**src/logic/sound_pkg.sv**
```systemverilog
package sound_pkg;

	localparam int NOTE_W = 6;   // notes 0..63, six octaves of twelve
	localparam int PERIOD_W = 20; // half-period count in clk50mhz cycles

	// effect select codes
	localparam logic [1:0] FX_NONE = 2'd0;
	localparam logic [1:0] FX_PORTA = 2'd1;
	localparam logic [1:0] FX_VIBRATO = 2'd2;
	localparam logic [1:0] FX_RESERVED = 2'd3; // same as FX_NONE

	// half-periods of the lowest octave at 50 MHz, C upward
	// higher octaves are these shifted right by note div 12
	localparam logic [0:11][PERIOD_W-1:0] SEMITONE_PERIOD = '{
		20'd764451, // c
		20'd721546, // c#
		20'd681048, // d
		20'd642824, // d#
		20'd606746, // e
		20'd572692, // f
		20'd540549, // f#
		20'd510210, // g
		20'd481574, // g#
		20'd454545, // a
		20'd429033, // a#
		20'd404954  // b
	};

	// one option nibble, read differently by each effect
	typedef union packed {
		logic [3:0] porta_interval; // ticks per semitone step, minus one
		struct packed {
			logic [1:0] speed; // ticks per phase step, minus one
			logic [1:0] depth; // peak multiplier, minus one
		} vib;
	} fx_opt_u;

endpackage

```
**src/logic/note_period_gen.sv**
```systemverilog
module note_period_gen #(
	parameter int unsigned PERIOD_SHIFT = 0
) (
	input  logic                           clk50mhz,
	input  logic                           rst_n,
	input  logic [sound_pkg::NOTE_W-1:0]   note,
	input  logic [2:0]                     offset_mul,
	input  logic                           offset_dir,
	output logic [sound_pkg::PERIOD_W-1:0] period
);

	localparam int PW = sound_pkg::PERIOD_W;
	localparam logic [PW-1:0] PERIOD_MIN = 2; // shortest half-period allowed

	logic [3:0]    semitone; // note mod 12
	logic [2:0]    octave;   // note div 12, 0..5
	logic [PW-1:0] base;     // unbent half-period
	logic [PW-1:0] step;     // one vibrato unit, base/64
	logic [PW-1:0] adj;      // total vibrato bend
	logic [PW-1:0] bent;
	logic [PW-1:0] scaled;   // after prescale
	logic [PW-1:0] period_d;

	always_comb
	begin
		semitone = 4'(note % 12);
		octave = 3'(note / 12);
		base = sound_pkg::SEMITONE_PERIOD[semitone] >> octave;
		step = base >> 6;
		adj = step * PW'(offset_mul); // max 4*11944, no overflow
		// dir set means shorter period, so pitch goes up
		bent = offset_dir ? (base - adj) : (base + adj);
		scaled = bent >> PERIOD_SHIFT;
		period_d = (scaled < PERIOD_MIN) ? PERIOD_MIN : scaled; // floor
	end

	always_ff @(posedge clk50mhz)
	begin
		if (!rst_n)
			period <= PERIOD_MIN;
		else
			period <= period_d; // one cycle behind note/offset
	end

	// square_gen relies on a count of at least two
	period_floor_a: assert property (
		@(posedge clk50mhz) disable iff (!rst_n)
		period >= PERIOD_MIN
	);

endmodule

```
**src/logic/fx_portamento.sv**
```systemverilog
module fx_portamento (
	input  logic                         clk50mhz,
	input  logic                         rst_n,
	input  logic                         en,
	input  logic [sound_pkg::NOTE_W-1:0] target,
	input  logic [3:0]                   interval,
	input  logic                         note_tick,
	output logic [sound_pkg::NOTE_W-1:0] note_out
);

	logic [3:0] tick_cnt; // ticks since last semitone step
	logic       step_now;  // interval expired on this tick

	assign step_now = note_tick && (tick_cnt >= interval);

	always_ff @(posedge clk50mhz)
	begin
		if (!rst_n)
		begin
			note_out <= '0;
			tick_cnt <= '0;
		end
		else if (!en)
		begin
			// glide starts from whatever was sounding last
			note_out <= target;
			tick_cnt <= '0;
		end
		else if (note_tick)
		begin
			if (step_now)
			begin
				tick_cnt <= '0;
				if (note_out < target)
					note_out <= note_out + 1'b1; // glide up
				else if (note_out > target)
					note_out <= note_out - 1'b1; // glide down
			end
			else
			begin
				tick_cnt <= tick_cnt + 1'b1;
			end
		end
	end

	// one semitone at a time, never a jump while gliding
	porta_step_a: assert property (
		@(posedge clk50mhz) disable iff (!rst_n)
		$past(rst_n) && $past(en) |->
			(note_out == $past(note_out)) ||
			(note_out == $past(note_out) + 1'b1) ||
			(note_out == $past(note_out) - 1'b1)
	);

endmodule

```
**src/logic/fx_vibrato.sv**
```systemverilog
module fx_vibrato (
	input  logic       clk50mhz,
	input  logic       rst_n,
	input  logic       en,
	input  logic [1:0] speed,
	input  logic [1:0] depth,
	input  logic       note_tick,
	output logic [2:0] offset_mul,
	output logic       offset_dir
);

	logic [1:0] tick_cnt;  // ticks since last phase step
	logic       falling;   // on the way back to zero
	logic [2:0] peak;      // depth+1, so 1..4
	logic       phase_step;

	assign peak = {1'b0, depth} + 3'd1;
	assign phase_step = note_tick && (tick_cnt >= speed);

	always_ff @(posedge clk50mhz)
	begin
		if (!rst_n || !en)
		begin
			tick_cnt <= '0;
			falling <= 1'b0;
			offset_mul <= '0;
			offset_dir <= 1'b0;
		end
		else if (note_tick)
		begin
			if (!phase_step)
			begin
				tick_cnt <= tick_cnt + 1'b1;
			end
			else
			begin
				tick_cnt <= '0;
				if (!falling)
				begin
					// >= so a smaller new depth still turns around
					if (offset_mul >= peak)
					begin
						falling <= 1'b1;
						offset_mul <= offset_mul - 1'b1;
					end
					else
					begin
						offset_mul <= offset_mul + 1'b1;
					end
				end
				else if (offset_mul == '0)
				begin
					// back at center, swing to the other side
					falling <= 1'b0;
					offset_dir <= ~offset_dir;
					offset_mul <= 3'd1;
				end
				else
				begin
					offset_mul <= offset_mul - 1'b1;
				end
			end
		end
	end

	// note_period_gen sizes its bend for at most 4 units
	vib_depth_a: assert property (
		@(posedge clk50mhz) disable iff (!rst_n)
		offset_mul <= 3'd4
	);

endmodule

```
**src/logic/square_gen.sv**
```systemverilog
module square_gen (
	input  logic                           clk50mhz,
	input  logic                           rst_n,
	input  logic                           en,
	input  logic [3:0]                     volume,
	input  logic [sound_pkg::PERIOD_W-1:0] period,
	output logic [3:0]                     wave_out
);

	logic [sound_pkg::PERIOD_W-1:0] cnt; // cycles left in this half
	logic                           phase; // high or low half
	logic                           expire;

	// toggle on the last cycle, so each half lasts exactly period cycles
	assign expire = (cnt <= 1);

	always_ff @(posedge clk50mhz)
	begin
		if (!rst_n || !en)
		begin
			cnt <= '0;
			phase <= 1'b0;
		end
		else if (expire)
		begin
			cnt <= period; // new pitch only lands here
			phase <= ~phase;
		end
		else
		begin
			cnt <= cnt - 1'b1;
		end
	end

	// sample level, zero in low half or when muted
	always_comb
	begin
		if (en && phase)
			wave_out = volume;
		else
			wave_out = 4'd0;
	end

endmodule

```
**src/logic/sq_channel.sv**
```systemverilog
module sq_channel #(
	parameter int unsigned PERIOD_SHIFT = 0
) (
	input  logic                         clk50mhz,
	input  logic                         rst_n,
	input  logic                         req,
	output logic                         ack,
	input  logic [sound_pkg::NOTE_W-1:0] note,
	input  logic [1:0]                   fx_sel,
	input  sound_pkg::fx_opt_u           fx_opt,
	input  logic [3:0]                   volume,
	input  logic                         channel_en,
	input  logic                         note_tick,
	output logic [3:0]                   wave_out
);

	logic [sound_pkg::NOTE_W-1:0]   target_q;   // latched note
	sound_pkg::fx_opt_u             fx_opt_q;
	logic [3:0]                     volume_q;
	logic                           chan_en_q;
	logic                           porta_en;
	logic                           vibrato_en;

	logic [sound_pkg::NOTE_W-1:0]   porta_note;
	logic [2:0]                     vib_mul;
	logic                           vib_dir;
	logic [sound_pkg::NOTE_W-1:0]   sound_note; // note fed to period gen
	logic [2:0]                     sel_mul;
	logic                           sel_dir;
	logic [sound_pkg::PERIOD_W-1:0] period;

	// four-phase req/ack, latch on req seen with ack low
	always_ff @(posedge clk50mhz)
	begin
		if (!rst_n)
		begin
			ack <= 1'b0;
			target_q <= '0;
			fx_opt_q <= '0;
			volume_q <= '0;
			chan_en_q <= 1'b0;
			porta_en <= 1'b0;
			vibrato_en <= 1'b0;
		end
		else if (req && !ack)
		begin
			ack <= 1'b1;
			target_q <= note;
			fx_opt_q <= fx_opt;
			volume_q <= volume;
			chan_en_q <= channel_en;
			// enables change together with the target, so a glide
			// starts from the old note
			case (fx_sel)
				sound_pkg::FX_PORTA:
				begin
					porta_en <= 1'b1;
					vibrato_en <= 1'b0;
				end
				sound_pkg::FX_VIBRATO:
				begin
					porta_en <= 1'b0;
					vibrato_en <= 1'b1;
				end
				sound_pkg::FX_NONE, sound_pkg::FX_RESERVED:
				begin
					porta_en <= 1'b0;
					vibrato_en <= 1'b0;
				end
				default:
				begin
					porta_en <= 1'b0;
					vibrato_en <= 1'b0;
				end
			endcase
		end
		else if (!req && ack)
		begin
			ack <= 1'b0; // host released, ready for next command
		end
	end

	// effect muxes
	assign sound_note = porta_en ? porta_note : target_q;
	assign sel_mul = vibrato_en ? vib_mul : 3'd0;
	assign sel_dir = vibrato_en ? vib_dir : 1'b0;

	fx_portamento porta_i (
		.clk50mhz  (clk50mhz),
		.rst_n     (rst_n),
		.en        (porta_en),
		.target    (target_q),
		.interval  (fx_opt_q.porta_interval),
		.note_tick (note_tick),
		.note_out  (porta_note)
	);

	fx_vibrato vibrato_i (
		.clk50mhz   (clk50mhz),
		.rst_n      (rst_n),
		.en         (vibrato_en),
		.speed      (fx_opt_q.vib.speed),
		.depth      (fx_opt_q.vib.depth),
		.note_tick  (note_tick),
		.offset_mul (vib_mul),
		.offset_dir (vib_dir)
	);

	note_period_gen #(
		.PERIOD_SHIFT (PERIOD_SHIFT)
	) period_i (
		.clk50mhz   (clk50mhz),
		.rst_n      (rst_n),
		.note       (sound_note),
		.offset_mul (sel_mul),
		.offset_dir (sel_dir),
		.period     (period)
	);

	square_gen square_i (
		.clk50mhz (clk50mhz),
		.rst_n    (rst_n),
		.en       (chan_en_q),
		.volume   (volume_q),
		.period   (period),
		.wave_out (wave_out)
	);

	// ack only answers a request that was actually there
	ack_needs_req_a: assert property (
		@(posedge clk50mhz) disable iff (!rst_n)
		$rose(ack) |-> $past(req)
	);

endmodule

```
**config.mk**
```make
export PLATFORM = sky130hd
export DESIGN_NAME = sq_channel
export DESIGN_NICKNAME = d
export VERILOG_FILES = /design/src/logic/sound_pkg.sv /design/src/logic/note_period_gen.sv /design/src/logic/fx_portamento.sv /design/src/logic/fx_vibrato.sv /design/src/logic/square_gen.sv /design/src/logic/sq_channel.sv
export SDC_FILE = /design/constraint.sdc
export NUM_CORES = 1
export LEC_CHECK = 0
export BUFFER_PORTS_ARGS = -buffer_cell sky130_fd_sc_hd__buf_2
export CAP_MARGIN = 20
export CORE_ASPECT_RATIO = 1.2
export CORE_MARGIN = 4
export CORE_UTILIZATION = 40
export CTS_BUF_LIST = sky130_fd_sc_hd__clkbuf_4 sky130_fd_sc_hd__clkbuf_8
export CTS_CLUSTER_SIZE = 20
export DETAILED_ROUTE_END_ITERATION = 8
export SYNTH_ARGS = -nofsm -noshare
export SYNTH_HDL_FRONTEND = slang
export SYNTH_SLANG_ARGS = --single-unit
export TNS_END_PERCENT = 50
```
**constraint.sdc**
```tcl
create_clock -name clk50mhz -period 17 [get_ports clk50mhz]
set_input_delay 3.4 -clock clk50mhz [delete_from_list [all_inputs] [get_ports clk50mhz]]
set_output_delay 3.4 -clock clk50mhz [all_outputs]
set_load 0.02 [all_outputs]
```
# == Word level (Yosys, flattened, before mapping) ==
# Memories as Yosys holds them, arrays and structs flattened.
# Cells that the tools add are included.
# op_classes
add_sub_neg,10
magnitude_cmp,8
mux,25
n_shift,1
n_bitwise,4
reduce_logical,22
div,2
n_eq_ne,6
mul,1
# ops
cell,count
two-way mux 20 bit,4
two-way mux 6 bit,6
divider 6 x 4 -> 32 bit (second input constant),1
remainder unit 6 x 4 -> 32 bit (second input constant),1
adder 20 bit,1
less-or-equal comparator 20 x 1 -> 1 bit (second input constant),1
< comparator 20 x 2 -> 1 bit (second input constant),1
right shift 20 x 3 -> 20 bit,1
subtractor 20 x 1 -> 20 bit (second input constant),1
subtractor 20 bit,1
multiplier 14 x 3 -> 17 bit,1
two-way mux 3 bit,4
two-way mux 4 bit,2
adder 6 x 1 -> 6 bit (second input constant),1
> comparator 6 bit,1
< comparator 6 bit,1
two-way mux 1 bit,6
OR reduction 3 bit,2
subtractor 6 x 1 -> 6 bit (second input constant),1
greater-or-equal comparator 5 bit (second input constant),1
logical AND 1 bit,5
zero test 1 bit,5
NOT 4 -> 5 bit,1
adder 4 x 1 -> 4 bit (second input constant),1
23 further kinds,29
# word_totals
reg_bits,76
memories,1
out_inout_bits,5
romBits,320
# memory_table
memory,depth,word_bits,read_ports,rd_ports_with_merged_regs,wr,line_no,source
(name not given),16,20,1,0,0,note_period_gen.sv:28,base = sound_pkg::SEMITONE_PERIOD[semitone] >> octave;

# == Longest topological paths before layout ==
# Gate-level depths: netlist (run 1).
# depth
word_depth,12
mapped_depth,47
ltp_nobuf,41

# == Modules after synthesis ==
# From an unflattened synthesis (run 1), not the netlist that was laid out.
# unflattened
cells_unflattened,1050
hier_area_um2,8304.2
# modules_own_cells
module,cells_each,area_each_um2,instances
note_period_gen,675,4852.2,1
square_gen,136,1208.7,1
fx_portamento,102,870.8,1
sq_channel,73,805.8,1
fx_vibrato,64,566.8,1

# == Worst setup path after synthesis (run 1) ==
# Ideal clock, no wire load.
# synth_path
path_kind,flip-flop to flip-flop
from,register porta_en
to,register period_i.period[0] (netlist name)
setup_ps,116
path_buffers,4
setup_slack_ps,7715
path_stages_with_launch,44
t_arrival_ps,9169
cell_sequence,dfxtp_1 -> buf_6 -> buf_2 -> mux2_2 -> inv_1 -> ha_1 -> nand2_1 -> nand2_1 -> nand2_1 -> nand3_1 -> o21ai_0 -> ha_1 -> nor4_4 -> mux2i_1 -> nand4_1 -> buf_2 -> buf_1 -> nand2_1 -> [... 8 more ...] -> a21o_1 -> and4_1 -> or3_1 -> a2111oi_4 -> nand4_1 -> a221oi_2 -> nand2_1 -> o31a_1 -> xor2_1 -> ha_1 -> nand4_1 -> a211o_1 -> a41oi_1 -> xor2_1 -> a2111oi_0 -> nand4b_1 -> or4_1 -> o211a_1
# synth_between
elab_chain_cells,12
# synth_lines
item,line_no,source
from (decl),sq_channel.sv:21,logic porta_en;
from (signal assigned),sq_channel.sv:42,porta_en <= 1'b0;
from (signal assigned),sq_channel.sv:57,porta_en <= 1'b1;
from (signal assigned),sq_channel.sv:62,porta_en <= 1'b0;
two-way mux 6 bit (*),sq_channel.sv:84,assign sound_note = porta_en ? porta_note : target_q;
remainder unit 6 x 4 -> 32 bit,note_period_gen.sv:26,semitone = 4'(note % 12);
NOT 4 -> 5 bit (implied by the code),note_period_gen.sv:28,
memory (16 x 20 bit),-,
two-way mux 20 bit (implied by the code) (2 in a row),note_period_gen.sv:28,
right shift 20 x 3 -> 20 bit (*),note_period_gen.sv:28,
multiplier 14 x 3 -> 17 bit,note_period_gen.sv:30,adj = step * PW'(offset_mul);
adder 20 bit or subtractor 20 bit (tied branches),note_period_gen.sv:32,bent = offset_dir ? (base - adj) : (base + adj);
two-way mux 20 bit (*),note_period_gen.sv:32,
< comparator 20 x 2 -> 1 bit,note_period_gen.sv:34,period_d = (scaled < PERIOD_MIN) ? PERIOD_MIN : scaled;
OR reduction 2 bit (no line),-,
to (signal assigned),note_period_gen.sv:42,period <= period_d;
to (decl),note_period_gen.sv:9,output logic [sound_pkg::PERIOD_W-1:0] period
# Every way passes the cells marked *; elsewhere a longest branch is shown, timed or not. The select of a mux whose other input is x is not followed.
# A chain may end at the register's enable or synchronous reset.

# == Worst setup path in the final report (run 1) ==
# Same ends and word-level chain as after synthesis.

==> flow_summary_export.csv, run 1 <==
group,metric,value,unit
final_layout,layout-drive-gt1-share,7.768,%
timing,fin_worst_skew,0.007969,ns
power_and_ir_drop,peakVddDrop,0.06568,mV
setup_path,rr_endpoint,"period_i.period[0]",
place,dpl.hpwl,15.01,mm
setup_path,critPathLaunch,"porta_en",
place,place.gp.congestion,0.9287,
detailed_routing,drc,0,
power_and_ir_drop,p_per_area,106.8,mW/mm^2
yosys,yosysWarningCount,0,
timing,worst_slew_pin_slew,1.092,ns
yosys,yosys.area.top_type,"dfxtp_1",
setup_path,cp-end-kind,"flip-flop",
floorplan,ios,26,
yosys,ys_ff_latch,76,
detailed_routing,viasPerCell,5.526,
yosys,synthTopCellsByArea,"dfxtp_1 (19%), ha_1 (12%), nor2_1 (6.1%)",
flow_run,cap_violations,0,
setup_path,criticalPathCategory,"flip-flop to flip-flop",
detailed_routing,wl,19.51,mm
timing,fin_crit,11.25,ns
clock_tree,cts_hold_buf,0,
global_route,track_usage,17.91,%
clock_tree,clk_latency,0.35,ns
final_layout,fillCellCount,1987,
yosys,synth_edf_count,0,
status,run_status,"completed",
setup_path,cp.required,17.24,ns
yosys,netlist_area,0.007925,mm^2
clock_tree,cts_sinks,76,
clock_tree,cts_resized,0,
setup_path,rr_worst_depth,38,
floorplan,die_area,0.02214,mm^2
timing,tns,0,ns
floorplan,start_util,40.54,%
setup_path,critPathTopFamily,"compound AO/OA/AOI/OAI gates",
timing,finalHoldViolations,0,
global_route,antenna_found_initial,0,
min_path,worstHoldStart,"period_i.period[19]",
detailed_routing,final_antenna_net_count,0,
yosys,synth_cells,1020,
final_layout,final_area,0.008409,mm^2
clock_tree,post-cts-setup-buffer-count,0,
yosys,ys.flop_type,"dfxtp_1",
setup_path,r2r_slack,5.75,ns
timing,finalCritPeriodShare,66.19,%
setup_path,crit_arrival,11.50,ns
min_path,worstHoldPathCells,2,
setup_path,r2r_start,"porta_en",
global_route,grt_max_degree,28,
floorplan,die_y,162.2,um
timing,fmax,88.87,MHz
yosys,synth_nets,1131,
place,place_area,0.008203,mm^2
setup_path,cp_max_fo,23,
final_layout,syn_to_final_growth,6.110,%
final_layout,insertedDiodeCount,0,
yosys,synth.distinct_cells,76,
detailed_routing,wire_per_inst,15.27,um
global_route,grt_overflow,0,
clock_tree,cts_htree_levels,3,
setup_path,crit_buf_inv,2,
global_route,grt_pass1_wl,32.80,mm
floorplan,die_w,136.5,um
clock_tree,root_buffer,"clkbuf_8",
clock_tree,clk_pin_slew,0.09,ns
power_and_ir_drop,p_leak,0.003741,uW
detailed_routing,drt_iter0_drc,469,
setup_path,max_stage_delay,0.94,ns
global_route,grt_pass1_vias,6675,
detailed_routing,route.vias.total,7062,
min_path,worst_hold_path_type,"flip-flop to flip-flop",
timing,max_slew_margin,27.18,%
floorplan,coreArea,0.01955,mm^2
timing,setup_viol,0,
yosys,synth_top_area_share,19.20,%
place,port_buffers,25,
yosys,synthArstFlopShare,0,%
yosys,ys_seq_area_share,19.20,%
timing,slew_viol_final,0,
detailed_routing,first_pass_iters,5,
setup_path,cp-start-kind,"flip-flop",
yosys,ys_top_cells_by_count,"nor2_1 (129), nand2_1 (90), dfxtp_1 (76)",
clock_tree,numCtsBuffers,9,
clock_tree,cts_tree,"yes",
floorplan,placement_rows,56,
min_path,hold_end,"square_i.cnt[19]",
final_layout,final_nets,1123,
yosys,syn_avg_cell_area,7.770,um^2
clock_tree,clk_path_buf_depth,2,
setup_path,crit_slowest_cell,"dfxtp_1",
yosys,yosysMostFrequentCell,"nor2_1",
timing,rsz0062_at_grt,"false",
metal layers:
layer  routed length, um  vias up  share of wire, %  track usage, %
li1                    -     3581                 -               -
met1                9076     3279                47           23.63
met2                9246      162                47           30.31
met3                 629       40               3.2           1.704
met4                 560        0               2.9           6.370
met5                   0        -                 0               0
power breakdown:
group	total [uW]	internal, uW	switching (uW)	leakage (uW)
sequential	224	207	16.6	0.000623
clock	142	70.4	71.3	0.000105
combinational	533	213	320	0.00301
total	898	491	408	0.00374
layout make-up:
cell class | count | area (um^2) | share of cell area (%)
multi-input combinational | 828 | 5952 | 70.78
sequential | 76 | 1521 | 18.09
tap | 261 | 326.6 | 3.883
inverter | 70 | 262.8 | 3.125
timing repair buffer | 27 | 140.1 | 1.666
clock buffer | 9 | 123.9 | 1.473
clock inverter | 7 | 82.58 | 0.9820
stage by stage:
stage	total power (uW)	cells	hold WS (ns)	setup WS (ns)	utilization, %
finish	898.5	1278	0.4865	5.747	43.02
global route	981.6	1278	0.5087	4.718	43.02
CTS	903.6	1278	0.4833	5.866	43.02
detailed placement	756.5	1262	0.4742	5.939	41.96
global placement	759.4	1262	0.4674	6.095	41.96
floorplan	641.7	1020	0.4516	7.715	-
layout by cell type, fill, tap and decap left out, drive strengths merged, types with 15 or more instances in the layout:
master / netlist / final
a21oi: 47 / 47
xor2: 29 / 29
nor3: 21 / 21
a211oi: 28 / 28
nand3: 26 / 26
a21o: 20 / 20
nor2: 129 / 129
fa: 15 / 15
o21a: 21 / 21
dfxtp: 76 / 76
mux2i: 44 / 44
nand2b: 18 / 18
buf: 13 / 27
and2: 26 / 26
inv: 69 / 73
o21ai: 41 / 41
nand2: 91 / 91
mux2: 15 / 15
xnor2: 35 / 35
ha: 75 / 75
registers in the layout (all words and copies together) (netlist names):
register,cells
porta_i.note_out,6
chan_en_q,1
porta_i.tick_cnt,4
volume_q,4
square_i.phase,1
period_i.period,20
vibrato_i.offset_mul,3
target_q,6
ack,1
square_i.cnt,20
vibrato_i.offset_dir,1
vibrato_en,1
porta_en,1
vibrato_i.tick_cnt,2
fx_opt_q,4
vibrato_i.falling,1
worst register-to-register path: cells and delay by family (launching register included):
| family | cells | cell delay [ns] |
|---|---|---|
| xor+xnor | 3 | 0.77 |
| buf+inv | 2 | 0.19 |
| flops | 1 | 0.94 |
| mux | 5 | 1.49 |
| compound gates | 12 | 3.55 |
| simple gates | 11 | 2.32 |
| fa+ha+maj | 5 | 1.91 |
worst max path at each step:
stage                              end  depth (start not counted)  slack (ns)
floorplan           period_i.period[0]                         43        7.72
global placement    period_i.period[0]                         37        6.09
detailed placement  period_i.period[0]                         38        5.94
CTS                 period_i.period[0]                         38        5.87
global route        period_i.period[0]                         37        4.72
finish              period_i.period[0]                         38        5.75
cells by family (layout without fill, tap and decap cells):
logic type / count (synthesis) / in the layout / synth area share (%)
flops: 76 / 76 / 19.20
buf+inv: 116 / 113 / 5.699
compound gates: 229 / 229 / 20.35
fa+ha+maj: 91 / 91 / 15.76
simple gates: 383 / 383 / 23.43
xor+xnor: 64 / 64 / 7.073
mux: 61 / 61 / 8.494
Power figures use the tool's default switching activity.
==> run 2: changes to the inputs <==
--- a/config.mk
+++ b/config.mk
@@ -5,6 +5,7 @@
 export SDC_FILE = /design/constraint.sdc
 export NUM_CORES = 1
 export LEC_CHECK = 0
+export ABC_AREA = 1
 export BUFFER_PORTS_ARGS = -buffer_cell sky130_fd_sc_hd__buf_2
 export CAP_MARGIN = 20
 export CORE_ASPECT_RATIO = 1.2
==> constraint.sdc (replaced) <==
create_clock -name clk50mhz -period 9 [get_ports clk50mhz]
set_input_delay 1.8 -clock clk50mhz [delete_from_list [all_inputs] [get_ports clk50mhz]]
set_output_delay 1.8 -clock clk50mhz [all_outputs]
set_load 0.02 [all_outputs]
==> run 2 against run 1 <==
  * Clock power rose by 110%
  * Cell count rose by 12%
  * Routed wire length fell by 7.0%
  * Cell area rose by 0.21%
  * Largest cell class unchanged
  * Global-route usage fell by 0.47 points
  * Worst setup slack got worse by 5.0 ns
  * Critical path depth rose by 20
  * Synthesized area fell by 5.0%
  * Utilization rose by 3.0 points
  * Clock skew rose by 0.0080 ns
  * Synthesized cell count rose by 9.7%
==> flow_summary_export.csv, run 2 <==
group,metric,value,unit
global_route,grt_pass1_wl,30.69,mm
timing,finalCritPeriodShare,91.49,%
clock_tree,cts_htree_levels,3,
setup_path,r2r_slack,0.77,ns
timing,setup_viol,0,
yosys,synthTopCellsByArea,"dfxtp_1 (20%), ha_1 (12%), nand2_1 (12%)",
detailed_routing,drt_iter0_drc,327,
final_layout,insertedDiodeCount,0,
setup_path,crit_slowest_cell,"fa_1",
yosys,ys_seq_area_share,20.21,%
final_layout,reg.largest.list,"period_i.period: 20 flops, square_i.cnt: 20 flops",
yosys,synth.distinct_cells,48,
timing,worst_slew_pin_slew,0.7929,ns
yosys,synth_edf_count,0,
yosys,synth_nets,1230,
floorplan,die_area,0.02109,mm^2
clock_tree,cts_sinks,76,
yosys,synth_cells,1119,
timing,setup_ws,0.7659,ns
yosys,ys_ff_latch,76,
timing,slew_viol_final,0,
detailed_routing,final_antenna_net_count,0,
final_layout,syn_to_final_growth,11.91,%
place,dpl.hpwl,14.74,mm
detailed_routing,wire_per_inst,12.73,um
clock_tree,clk_latency,0.36,ns
yosys,synthSimpleGateAreaFrac,30.56,%
floorplan,start_util,41.12,%
yosys,syn_avg_cell_area,6.729,um^2
timing,fin_crit,8.234,ns
final_layout,final_nets,1279,
setup_path,crit_top_cell,"nand2_1",
yosys,ys.flop_type,"dfxtp_1",
detailed_routing,first_pass_iters,5,
global_route,track_usage,17.44,%
detailed_routing,route.vias.total,7010,
status,run_status,"completed",
yosys,yosysMostFrequentCell,"nand2_1",
timing,max_slew_margin,47.01,%
power_and_ir_drop,p_per_area,362.1,mW/mm^2
floorplan,die_w,133.2,um
setup_path,cp_max_fo,12,
yosys,synth_xor_xnor_area_share,6.979,%
global_route,antenna_found_initial,0,
setup_path,cp.required,9.24,ns
place,place.gp.congestion,0.8892,
setup_path,criticalPathCategory,"flip-flop to flip-flop",
clock_tree,numCtsBuffers,9,
global_route,grt_max_degree,29,
detailed_routing,drc,0,
setup_path,cp-start-kind,"flip-flop",
global_route,grt_pass1_vias,6631,
yosys,synth_top_area_share,20.21,%
setup_path,crit_buf_inv,9,
timing,fmax,121.4,MHz
clock_tree,root_buffer,"clkbuf_8",
place,port_buffers,25,
final_layout,fin_util,46.02,%
clock_tree,clk_path_buf_depth,2,
floorplan,ios,26,
yosys,ys_top_cells_by_count,"nand2_1 (243), inv_1 (150), nor2_1 (102)",
yosys,yosysWarningCount,0,
yosys,netlist_area,0.007530,mm^2
detailed_routing,wl,18.14,mm
yosys,synthArstFlopShare,0,%
final_layout,final_cell_mix,"nand2_1 (243), inv_1 (149), nor2_1 (102), a21oi_1 (90), o21ai_0 (79)",
global_route,grt_overflow,0,
place,post-place-ws,0.2092,ns
yosys,yosys.area_share.adder,16.45,%
clock_tree,clk_pin_slew,0.09,ns
yosys,yosys.area.top_type,"dfxtp_1",
detailed_routing,viasPerCell,4.919,
timing,finalHoldViolations,0,
clock_tree,cts_tree,"yes",
setup_path,critPathTopFamily,"simple AND/OR/NAND/NOR gates",
floorplan,placement_rows,54,
final_layout,layout-drive-gt1-share,13.30,%
timing,fin_worst_skew,0.01595,ns
setup_path,max_stage_delay,0.51,ns
min_path,worst_hold_path_type,"flip-flop to flip-flop",
floorplan,die_y,158.3,um
yosys,synth_compound_area_share,15.62,%
setup_path,cp-end-kind,"flip-flop",
yosys,synth_top_family_by_area,"simple AND/OR/NAND/NOR gates",
setup_path,crit_arrival,8.47,ns
final_layout,final_common_cell,"nand2_1",
power_and_ir_drop,power,3051,uW
power_and_ir_drop,p_leak,0.004207,uW
floorplan,coreArea,0.01831,mm^2
clock_tree,cts_hold_buf,0,
yosys,synthMuxAreaShare,0.3988,%
power_and_ir_drop,peakVddDrop,0.1968,mV
flow_run,cap_violations,0,
==> run 2: cell types whose count changed in the layout (fill, tap and decap cells not counted), sizes merged, moves of 15 or more <==
cell,before,now
o21a,21,4
inv,73,156
a21o,20,1
a211oi,28,1
o21ai,41,91
nor2,129,114
buf,27,65
nand3,26,64
and2,26,0
mux2,15,0
mux2i,44,3
a21oi,47,94
nand2b,18,0
nand2,91,267
==> run 2: per-layer routing <==
metal / GRT usage (%) / wire, um / up-vias
met3: 1.549 / 419 / 24
met4: 5.194 / 306 / 0
met2: 31.53 / 8815 / 98
met5: 0 / 0 / -
met1: 22.23 / 8598 / 3150
li1: - / - / 3738
==> run 2: layout make-up <==
class / instances / area [um^2]
Clock buffer: 10 / 137.6
Sequential cell: 76 / 1525
Multi-Input combinational cell: 859 / 5309
Timing Repair Buffer: 65 / 450.4
Clock inverter: 6 / 93.84
Inverter: 157 / 595.6
Tap cell: 252 / 315.3
Fill cell: 1904 / 9883
==> run 2: what timing repair did <==
action / in CTS / in global routing
endpoints found under the hold margin: 0 / 0
setup endpoints to repair: 0 / 20
setup buffers: 0 / 12
gates resized for setup: 0 / 22
==> run 2: logic make-up after synthesis <==
group / after synthesis
xor+xnor: 60
flops: 76
mux: 3
compound gates: 218
buf+inv: 184
fa+ha+maj: 90
simple gates: 488
==> run 2: tightest hold or removal path, stage by stage, from the launching register on <==
cell and delay, ns:
dfxtp_1 0.30, nand2_1 0.05, a21oi_1 0.06
==> run 2: worst paths after layout <==
path / to / start / cells after the start
setup reg to reg: period_i.period[10] / porta_en / 58
hold reg to reg: square_i.cnt[12] / period_i.period[12] / 2
setup / recovery: period_i.period[10] / porta_en / 58
hold / removal: square_i.cnt[12] / period_i.period[12] / 2
==> run 2: power by group <==
| part | total [uW] | switching, uW | internal [uW] |
|---|---|---|---|
| registers | 473 | 50.8 | 422 |
| logic | 2280 | 1380 | 892 |
| clock network | 302 | 135 | 167 |
| total | 3050 | 1570 | 1480 |
==> run 2: metrics by stage <==
| step | hold slack, ns | TNS [ns] | std cells | instance area (um^2) |
|---|---|---|---|---|
| 2_1_floorplan | 0.4302 | 0 | 1119 | 7530 |
| 3_3_place_gp | 0.4366 | 0 | 1397 | 8060 |
| 5_1_grt | 0.4646 | -0.002126 | 1425 | 8427 |
| 4_1_cts | 0.4464 | 0 | 1413 | 8292 |
| 3_5_place_dp | 0.4363 | 0 | 1397 | 8060 |
| 6_report | 0.4414 | 0 | 1425 | 8427 |
